<file path="src/logic/flr_pkg.sv">
package flr_pkg;

   // ----------------------------------------------------------------------
   // Function id widths
   // ----------------------------------------------------------------------
   localparam int PF_W      = 2;
   localparam int VF_W      = 3;
   // vf_active flag plus PF and VF numbers
   localparam int FUNC_W    = PF_W + VF_W + 1;
   localparam int NUM_FUNCS = 2 ** FUNC_W;

   // ----------------------------------------------------------------------
   // AFU ports
   // ----------------------------------------------------------------------
   localparam int NUM_PORTS = 3;
   localparam int PORT_W    = 2;

   // Management PF0
   localparam logic [PORT_W-1:0] MGMT_PID = 2'd0;
   // Static region
   localparam logic [PORT_W-1:0] SR_PID   = 2'd1;
   // PR region, owns every VF
   localparam logic [PORT_W-1:0] PG_PID   = 2'd2;

   // Port reset length after an FLR
   localparam int FLR_HOLD_CYCLES = 16;
   localparam int HOLD_CNT_W      = 5;

   // ----------------------------------------------------------------------
   // Function id, seen as fields or as a flat table index
   // ----------------------------------------------------------------------
   typedef struct packed {
      logic            vf_active;
      logic [PF_W-1:0] pf;
      logic [VF_W-1:0] vf;
   } t_func_fields;

   typedef union packed {
      t_func_fields      fields;
      logic [FUNC_W-1:0] index;
   } t_func_id;

   // Host FLR request, also reused for ATS request strobes
   typedef struct packed {
      logic     valid;
      t_func_id func;
   } t_flr_req;

   // FLR completion back to the host
   typedef struct packed {
      logic     valid;
      t_func_id func;
   } t_flr_rsp;

   // Decoded request from the routing decoder to the sequencer
   typedef struct packed {
      logic              valid;
      logic [PORT_W-1:0] port;
      t_func_id          func;
   } t_port_sel;

endpackage

</file>
<file path="src/logic/afu_flr_top.sv">
`timescale 1ns/1ps

module afu_flr_top (
   input  logic                            clk_csr,
   input  logic                            i_rst,
   input  flr_pkg::t_flr_req               i_flr_req,
   input  flr_pkg::t_flr_req               i_ats_req,
   output logic [flr_pkg::NUM_PORTS-1:0]   o_port_rst,
   output flr_pkg::t_flr_rsp               o_flr_rsp,
   output logic [flr_pkg::NUM_FUNCS-1:0]   o_ats_inval_en
);

   // Decoded FLR, decoder to sequencer
   flr_pkg::t_port_sel port_sel;

   // ----------------------------------------------------------------------
   // FLR routing
   // ----------------------------------------------------------------------
   // Maps PF/VF to management, static region or PR region port
   flr_route_decoder u_route_decoder (
      .clk_csr    (clk_csr),
      .i_rst      (i_rst),
      .i_flr_req  (i_flr_req),
      .o_port_sel (port_sel)
   );

   // ----------------------------------------------------------------------
   // ATS invalidation ownership
   // ----------------------------------------------------------------------
   // Sees every FLR in parallel with the decoder
   // Its enables leave the top untouched
   ats_inval_tracker u_ats_inval_tracker (
      .clk_csr        (clk_csr),
      .i_rst          (i_rst),
      .i_flr_req      (i_flr_req),
      .i_ats_req      (i_ats_req),
      .o_ats_inval_en (o_ats_inval_en)
   );

   // ----------------------------------------------------------------------
   // Port reset and FLR response
   // ----------------------------------------------------------------------
   flr_rsp_sequencer u_rsp_sequencer (
      .clk_csr    (clk_csr),
      .i_rst      (i_rst),
      .i_port_sel (port_sel),
      .o_port_rst (o_port_rst),
      .o_flr_rsp  (o_flr_rsp)
   );

endmodule

</file>
<file path="src/logic/ats_inval_tracker.sv">
`timescale 1ns/1ps

module ats_inval_tracker (
   input  logic                            clk_csr,
   input  logic                            i_rst,
   input  flr_pkg::t_flr_req               i_flr_req,
   input  flr_pkg::t_flr_req               i_ats_req,
   output logic [flr_pkg::NUM_FUNCS-1:0]   o_ats_inval_en
);

   // ----------------------------------------------------------------------
   // Invalidation ownership
   // ----------------------------------------------------------------------
   // One bit per function, indexed by the flat view of the id
   // Bit set means the FIM still answers ATS invalidations for it
   // Bit clear means the AFU function has taken over
   logic [flr_pkg::NUM_FUNCS-1:0] inval_en;

   always_ff @(posedge clk_csr) begin
      if (i_rst) begin
         // Nothing has asked for a translation yet
         inval_en <= '1;
      end else begin
         // First ATS request hands ownership to the function
         if (i_ats_req.valid) begin
            inval_en[i_ats_req.func.index] <= 1'b0;
         end
         // FLR hands it back
         // Written last so it wins a same-cycle collision
         if (i_flr_req.valid) begin
            inval_en[i_flr_req.func.index] <= 1'b1;
         end
      end
   end

   assign o_ats_inval_en = inval_en;

endmodule

</file>
<file path="src/logic/flr_route_decoder.sv">
`timescale 1ns/1ps

module flr_route_decoder (
   input  logic                 clk_csr,
   input  logic                 i_rst,
   input  flr_pkg::t_flr_req    i_flr_req,
   output flr_pkg::t_port_sel   o_port_sel
);

   // Port picked for the incoming function
   logic [flr_pkg::PORT_W-1:0] port_nxt;

   // ----------------------------------------------------------------------
   // Routing rule
   // ----------------------------------------------------------------------
   always_comb begin
      // VFs all live behind the port gasket
      if (i_flr_req.func.fields.vf_active) begin
         port_nxt = flr_pkg::PG_PID;
      // PF0 itself is the management function
      end else if (i_flr_req.func.fields.pf == '0) begin
         port_nxt = flr_pkg::MGMT_PID;
      // Remaining PFs go to the static region
      end else begin
         port_nxt = flr_pkg::SR_PID;
      end
   end

   // ----------------------------------------------------------------------
   // Output register
   // ----------------------------------------------------------------------
   // Strobe follows the request by one cycle
   always_ff @(posedge clk_csr) begin
      if (i_rst) begin
         o_port_sel.valid <= 1'b0;
      end else begin
         o_port_sel.valid <= i_flr_req.valid;
      end
   end

   // Port and function travel with the strobe
   // Function id is kept so the response can echo it
   always_ff @(posedge clk_csr) begin
      o_port_sel.port <= port_nxt;
      o_port_sel.func <= i_flr_req.func;
   end

endmodule

</file>
<file path="src/logic/flr_rsp_sequencer.sv">
`timescale 1ns/1ps

module flr_rsp_sequencer (
   input  logic                            clk_csr,
   input  logic                            i_rst,
   input  flr_pkg::t_port_sel              i_port_sel,
   output logic [flr_pkg::NUM_PORTS-1:0]   o_port_rst,
   output flr_pkg::t_flr_rsp               o_flr_rsp
);

   // ----------------------------------------------------------------------
   // State
   // ----------------------------------------------------------------------
   // Two-state FSM, low is idle and high is holding a port in reset
   logic                            hold_q;
   logic [flr_pkg::HOLD_CNT_W-1:0]  hold_cnt;
   logic                            hold_done;
   logic                            rsp_valid_q;

   // Captured at accept time
   logic [flr_pkg::PORT_W-1:0]      port_q;
   flr_pkg::t_func_id               func_q;

   // Last cycle of the hold window
   assign hold_done = (hold_cnt == flr_pkg::HOLD_CNT_W'(flr_pkg::FLR_HOLD_CYCLES - 1));

   // ----------------------------------------------------------------------
   // Hold FSM and counter
   // ----------------------------------------------------------------------
   always_ff @(posedge clk_csr) begin
      if (i_rst) begin
         hold_q      <= 1'b0;
         hold_cnt    <= '0;
         rsp_valid_q <= 1'b0;
      end else begin
         // Response is a single-cycle strobe
         rsp_valid_q <= 1'b0;
         if (!hold_q) begin
            // Only an idle sequencer takes a new select
            // Selects seen while holding are dropped
            if (i_port_sel.valid) begin
               hold_q   <= 1'b1;
               hold_cnt <= '0;
            end
         end else begin
            if (hold_done) begin
               // Release the port and answer the host in the same edge
               hold_q      <= 1'b0;
               rsp_valid_q <= 1'b1;
            end else begin
               hold_cnt <= hold_cnt + 1'b1;
            end
         end
      end
   end

   // Target port and function, loaded only on accept
   always_ff @(posedge clk_csr) begin
      if (!hold_q && i_port_sel.valid) begin
         port_q <= i_port_sel.port;
         func_q <= i_port_sel.func;
      end
   end

   // ----------------------------------------------------------------------
   // Outputs
   // ----------------------------------------------------------------------
   // One-hot reset on the held port while in hold
   always_comb begin
      for (int p = 0; p < flr_pkg::NUM_PORTS; p++) begin
         o_port_rst[p] = hold_q && (port_q == flr_pkg::PORT_W'(p));
      end
   end

   // Response echoes the function that was reset
   assign o_flr_rsp.valid = rsp_valid_q;
   assign o_flr_rsp.func  = func_q;

endmodule

</file>
<file path="config.mk">
export PLATFORM = sky130hd
export DESIGN_NAME = afu_flr_top
export DESIGN_NICKNAME = d
export VERILOG_FILES = /design/src/logic/flr_pkg.sv /design/src/logic/afu_flr_top.sv /design/src/logic/ats_inval_tracker.sv /design/src/logic/flr_route_decoder.sv /design/src/logic/flr_rsp_sequencer.sv
export SDC_FILE = /design/constraint.sdc
export NUM_CORES = 1
export LEC_CHECK = 0
export BUFFER_PORTS_ARGS = -buffer_cell sky130_fd_sc_hd__buf_2
export CAP_MARGIN = 10
export CORE_UTILIZATION = 40
export DETAILED_ROUTE_END_ITERATION = 12
export GPL_TIMING_DRIVEN = 0
export PLACE_DENSITY = 0.63
export SYNTH_ARGS = -nofsm -noshare
export SYNTH_HDL_FRONTEND = slang
export SYNTH_SLANG_ARGS = --single-unit
</file>
<file path="constraint.sdc">
create_clock -name clk_csr -period 1.7 [get_ports clk_csr]
set_input_delay 0.34 -clock clk_csr [delete_from_list [all_inputs] [get_ports clk_csr]]
set_output_delay 0.34 -clock clk_csr [all_outputs]
set_load 0.01 [all_outputs]
</file>
==> results.toml, run 1 <==
[clock_network]
post_cts_buffers = 0
numClockSinks = 88
ctsResizeCount = 1
clk_latency_ns = 0.36
cts_tree = "yes"
hold_buffers = 0
path_clk_slew_ns = 0.09
htreeDepth = 3
cts_root_buf = "clkbuf_8"
cts_buffer_depth = 2
cts_made_buffers = 9

[grt]
grt_usage = 0.216
grt_pass1_vias = 3026
overflow = 0
grt_max_degree = 17
grt_pass1_wl_um = 15100
antenna_found_initial = 0

[timing]
timing.slew.headroom = 0.256
worstMarginPinSlew_ns = 1.11
timing.fmax_ghz = 0.614
holdWs_ns = 0.0874
hold_viol = 0
clock_skew_ns = 0.00663
period_minus_slack_ns = 1.63
maxSlewViolCount = 0
setup_viol = 0
worst_slack_ns = 0.0722
rsz0062_at_grt = "no"
post-route-period-util = 0.958

[power_and_ir_drop]
pwr-share-clk = 0.353
power_leakage_uw = 0.00157
pwr-share-comb = 0.083
netSwitchingFraction = 0.270
switchingPower_uw = 1030
powerDensity_nw_per_um2 = 876
seqPwrFrac = 0.564
ir_worst_vdd_mv = 0.409
internal-power_uw = 2780
power_uw = 3800

[critical_path]
path_max_fanout = 6
worst-r2r-setup-slack_ns = 0.07
end_kind = "register"
path_class = "reg -> reg"
required_ns = 2.00
critPathLaunchType = "register"
crit_arrival_ns = 1.93

[yosys]
ys_ff_latch = 88
ys_types = 35
synthesis.nets = 384
syn-instance-count = 366
syn_area_um2 = 3550
synth_area_leader_cell = "dfxtp_1"
yosys_warnings = 0
syn_avg_cell_area_um2 = 9.69
ys_seq_area_frac = 0.519
synth.top_cell.area_share = 0.452
ys_top_cells_by_area = "dfxtp_1 (45%), a221o_1 (10%), edfxtp_1 (6.8%), nand2_1 (6.6%), a21oi_1 (4.7%)"

[placed_design]
pre_cts_ws_ns = -0.285
placedInstanceArea_um2 = 4120
portBuffers = 88
dpl.hpwl_um = 6800
gp_congestion = 0.787

[routing]
drtIter0Drc = 164
drtAntennaViolNets = 0
finalWirelength_um = 9670
wl_met2_um = 4280
firstDrtPassIters = 4
wl_met3_um = 702
wirelength_met1_um = 4530
wire_per_inst_um = 16.8
drc = 0
top_layer = "met4"
via_per_inst = 5.59
vias = 3214

[floorplan]
core_area_um2 = 8380
ios = 90
rows = 33
die_w_um = 96.2
dieArea_um2 = 9240
dieHeight_um = 96.2
initial_core_util = 0.423

[final_layout]
drive_gt1_frac = 0.274
finish.utilization = 0.518
fillers = 813
diodes = 0
syn_to_final_growth_pct = 22.4
final_nets = 483
stdcell_area_um2 = 4340

[hold_path]
hold_class = "in -> reg"

[outcome]
status = "complete, no violations"

[job]
cap_violations = 0
==> power groups by stage <==
stage | sequential [uW] | combinational [uW] | clock [uW]
floorplan | 2200 | 186 | 0
global placement | 2190 | 303 | 0
detailed placement | 2190 | 308 | 0
CTS | 2140 | 310 | 1350
global route | 2150 | 348 | 1430
finish | 2140 | 317 | 1340
==> through the flow <==
step | setup TNS, ns | cells
final | 0 | 575
after CTS | 0 | 575
after global placement | -7.04 | 559
after detailed placement | -7.81 | 559
after floorplan | 0 | 366
after global routing | 0 | 575
==> layer usage <==
metal / vias up / global-route usage
li1: 1546 / -
met1: 1544 / 0.291
met2: 110 / 0.335
met3: 14 / 0.0411
met4: 0 / 0.0970
met5: - / 0
==> cells in the mapped netlist <==
master and number:
or3b_2 2, nand4b_2 2, nor3b_2 1, nor3_1 7
nand4_2 1, o21ai_0 30, nor3b_1 11, mux2_2 1
and4_1 1, buf_6 2, and2_1 1, and4bb_2 4
inv_1 2, a21oi_1 33, a31oi_1 1, nor2b_1 2
nand2b_1 6, nand3b_1 3, nor4b_2 1, clkbuf_1 26
a221o_1 36, nand4b_1 3, nand4_1 1, or4b_1 3
and3_1 3, and3b_1 8, dfxtp_1 80, edfxtp_1 8
and4b_1 4, nor2_1 10, or3_1 1, buf_4 3
nand2_1 62, ha_1 2, nand3_1 5
==> worst paths after layout <==
path,from,cells past startpoint,end
hold / removal,i_flr_req[3],1,u_route_decoder.o_port_sel[3]
hold reg to reg,u_route_decoder.o_port_sel[2],0,u_rsp_sequencer.func_q[2]
setup reg to reg,u_rsp_sequencer.hold_cnt[0],6,u_rsp_sequencer.hold_cnt[3]
setup / recovery,u_rsp_sequencer.hold_cnt[0],6,u_rsp_sequencer.hold_cnt[3]
==> area by class of cell <==
class	count	area (um^2)	area share
tap	105	131	0.0303
clock inverter	7	55.1	0.0127
inverter	2	7.51	0.00173
sequential	88	1840	0.424
clock buffer	9	124	0.0285
multi-input combinational	245	1590	0.367
buffer	31	146	0.0337
timing repair buffer	88	440	0.101
==> worst max-delay path, cell delays in order, from the launching register on <==
cell	delay, ns
dfxtp_2	0.35
ha_2	0.19
and3_1	0.21
ha_4	0.18
nand4b_1	0.21
mux2_4	0.33
a21oi_2	0.11
==> flip-flops by register name, indices dropped and copies added (netlist names) <==
register and flops:
u_rsp_sequencer.rsp_valid_q 1, u_rsp_sequencer.hold_cnt 5, u_rsp_sequencer.func_q 6, u_rsp_sequencer.port_q 2
u_route_decoder.o_port_sel 9, u_rsp_sequencer.hold_q 1, u_ats_inval_tracker.o_ats_inval_en 64
==> cell families (layout without fill, tap and decap cells) <==
| kind of cell | after synthesis | after routing | share of synthesized area |
|---|---|---|---|
| AOI/OAI and AO/OA | 100 | 100 | 0.192 |
| adders and majority gates | 2 | 2 | 0.00706 |
| buffers and inverters | 33 | 137 | 0.0423 |
| DFF | 88 | 88 | 0.519 |
| muxes | 1 | 1 | 0.00318 |
| and+or+nand+nor | 142 | 142 | 0.236 |
==> cells in the final DEF (no fill, tap or decap), types with 2 or more instances in the layout <==
master    synthesis  routed
nand3_1           5       5
edfxtp_1          8       8
a21oi_1          33      32
o21ai_0          30      30
clkbuf_1         26      25
buf_4             3       4
nand3b_1          3       3
nor2_1           10      10
inv_6             0       2
or4b_1            3       3
and3b_1           8       8
clkinv_4          0       3
nand4b_1          3       3
nor3_1            7       7
or3b_2            2       2
clkbuf_8          0       9
nor3b_2           1       4
nand4b_2          2       2
nor3b_1          11       8
and4bb_2          4       4
buf_2             0      88
nand2_1          62      62
nand2b_1          6       6
buf_6             2       2
and4b_1           4       4
and3_1            3       3
inv_1             2       2
a221o_1          36      36
dfxtp_1          80      79
No activity file was read; power rests on OpenSTA's default activity.
==> inputs of run 2 (changes only) <==
--- a/config.mk
+++ b/config.mk
@@ -5,6 +5,7 @@
 export SDC_FILE = /design/constraint.sdc
 export NUM_CORES = 1
 export LEC_CHECK = 0
+export ABC_AREA = 1
 export BUFFER_PORTS_ARGS = -buffer_cell sky130_fd_sc_hd__buf_2
 export CAP_MARGIN = 10
 export CORE_UTILIZATION = 40
==> results.toml, run 2 <==
[outcome]
status = "complete, no violations"

[yosys]
ys_top_cells_by_area = "dfxtp_1 (46%), nand2_1 (12%), nor2_1 (8.5%), o21ai_0 (7.7%), edfxtp_1 (6.9%)"
synth_area_leader_cell = "dfxtp_1"
ys_ff_latch = 88
syn_area_um2 = 3490
synth-edff-count = 8
ys_types = 23
yosys_most_used_dff = "dfxtp_1"
syn-instance-count = 459
synth_commonest_cells = "nand2_1 (112), dfxtp_1 (80), nor2_1 (79)"
ys_seq_area_frac = 0.527
yosys_warnings = 0
synth.most_common_cell = "nand2_1"
synth.top_cell.area_share = 0.458
synthesis.nets = 477
syn_avg_cell_area_um2 = 7.61
async_flop_share = 0

[power_and_ir_drop]
ir_worst_vdd_mv = 0.438
powerDensity_nw_per_um2 = 904
power_leakage_uw = 0.00174

[timing]
worstMarginPinSlew_ns = 0.628
hold_viol = 0
maxSlewViolCount = 0
clock_skew_ns = 0.00540
timing.fmax_ghz = 0.667
tns_ns = 0
period_minus_slack_ns = 1.50
rsz0062_at_grt = "no"
setup_viol = 0
timing.slew.headroom = 0.579
post-route-period-util = 0.881

[grt]
overflow = 0
grt_max_degree = 16
grt_pass1_vias = 3077
antenna_found_initial = 0
grt_pass1_wl_um = 14800
grt_usage = 0.218

[clock_network]
ctsResizeCount = 0
path_clk_slew_ns = 0.08
clk_latency_ns = 0.35
post_cts_buffers = 0
cts_made_buffers = 9
numClockSinks = 88
cts_buffer_depth = 2
hold_buffers = 0
htreeDepth = 3
cts_root_buf = "clkbuf_8"
cts_tree = "yes"

[floorplan]
dieArea_um2 = 9110
die_w_um = 95.5
rows = 33
dieHeight_um = 95.5
initial_core_util = 0.419
core_area_um2 = 8340
ios = 90

[critical_path]
path_class = "reg -> reg"
required_ns = 1.99
r2r-start = "u_rsp_sequencer.hold_cnt[0]"
end_kind = "register"
crit_arrival_ns = 1.79
critPathLaunchType = "register"
path_max_fanout = 4
startpoint = "u_rsp_sequencer.hold_cnt[0]"

[final_layout]
layout_common_cells = "nand2_1 (112), buf_2 (88), dfxtp_1 (80), nor2_1 (79), o21ai_0 (54)"
instances_no_fill = 667
final_nets = 575
drive_gt1_frac = 0.212
syn_to_final_growth_pct = 21.6
largest_reg_flops = 64
diodes = 0
final_common_cell = "nand2_1"
stdcell_area_um2 = 4250

[routing]
wire_per_inst_um = 14.0
drtIter0Drc = 171
drc = 0
firstDrtPassIters = 4
finalWirelength_um = 9310
drtAntennaViolNets = 0
via_per_inst = 4.99
vias = 3331

[hold_path]
hold_class = "in -> reg"
holdCritStartpoint = "i_flr_req[1]"

[job]
cap_violations = 0

[placed_design]
gp_congestion = 0.838
placedInstanceArea_um2 = 4060
dpl.hpwl_um = 6940
dpl.cell_count = 651
portBuffers = 87
[run 2: worst paths after layout]
kind / end / slack (ns) / depth (start not counted)
setup / recovery: u_rsp_sequencer.hold_cnt[4] / 0.20 / 8
hold / removal: u_route_decoder.o_port_sel[1] / 0.10 / 1
setup reg to reg: u_rsp_sequencer.hold_cnt[4] / 0.20 / 8
hold reg to reg: u_rsp_sequencer.func_q[1] / 0.41 / 0
[run 2: through the flow]
| step | hold WS (ns) | setup slack, ns | power [uW] | utilization |
|---|---|---|---|---|
| 2_1_floorplan | 0.368 | 0.330 | 2370 | - |
| 3_3_place_gp | 0.386 | 0.242 | 2480 | 0.487 |
| 3_5_place_dp | 0.389 | 0.237 | 2490 | 0.487 |
| 4_1_cts | 0.0946 | 0.198 | 3860 | 0.509 |
| 5_1_grt | 0.0847 | 0.0260 | 4000 | 0.509 |
| 6_report | 0.102 | 0.202 | 3840 | 0.509 |
[run 2: routing by layer]
metal  GRT usage  vias to the layer above  wire length [um]  part of all wire
met5           0                        -                 0                 0
met4      0.0821                        0               133             0.014
met3      0.0439                       12               636             0.068
met2       0.355                      113              4210              0.45
met1       0.283                     1527              4330              0.46
li1            -                     1679                 -                 -
[run 2: cell families (layout without fill, tap and decap cells)]
group | count (synthesis) | after routing | share of synthesized area
fa+ha+maj | 2 | 2 | 0.00716
compound gates | 66 | 66 | 0.0946
simple gates | 255 | 255 | 0.315
buf+inv | 48 | 151 | 0.0562
flops | 88 | 88 | 0.527
[run 2: area by class of cell]
type | instances | area (um^2)
clock buffers | 11 | 131
clock inverters | 5 | 56.3
inverters | 37 | 139
plain buffers | 11 | 57.6
fillers | 860 | 4090
repair buffers | 87 | 435
multi-input cells | 323 | 1460
flip-flops and latches | 88 | 1840
well taps | 105 | 131
[run 2: power breakdown]
part	total [uW]	internal (uW)	switching (uW)
Clock	1400	681	721
Sequential	2140	2130	14.7
Combinational	298	81.4	217
[run 2: critical path, stage by stage, from the launching register on]
cell     delay, ns
dfxtp_1       0.35
ha_1          0.22
nand2_1       0.08
nor2_1        0.05
ha_1          0.17
inv_1         0.07
nand2_1       0.09
or2_2         0.28
a21oi_1       0.13
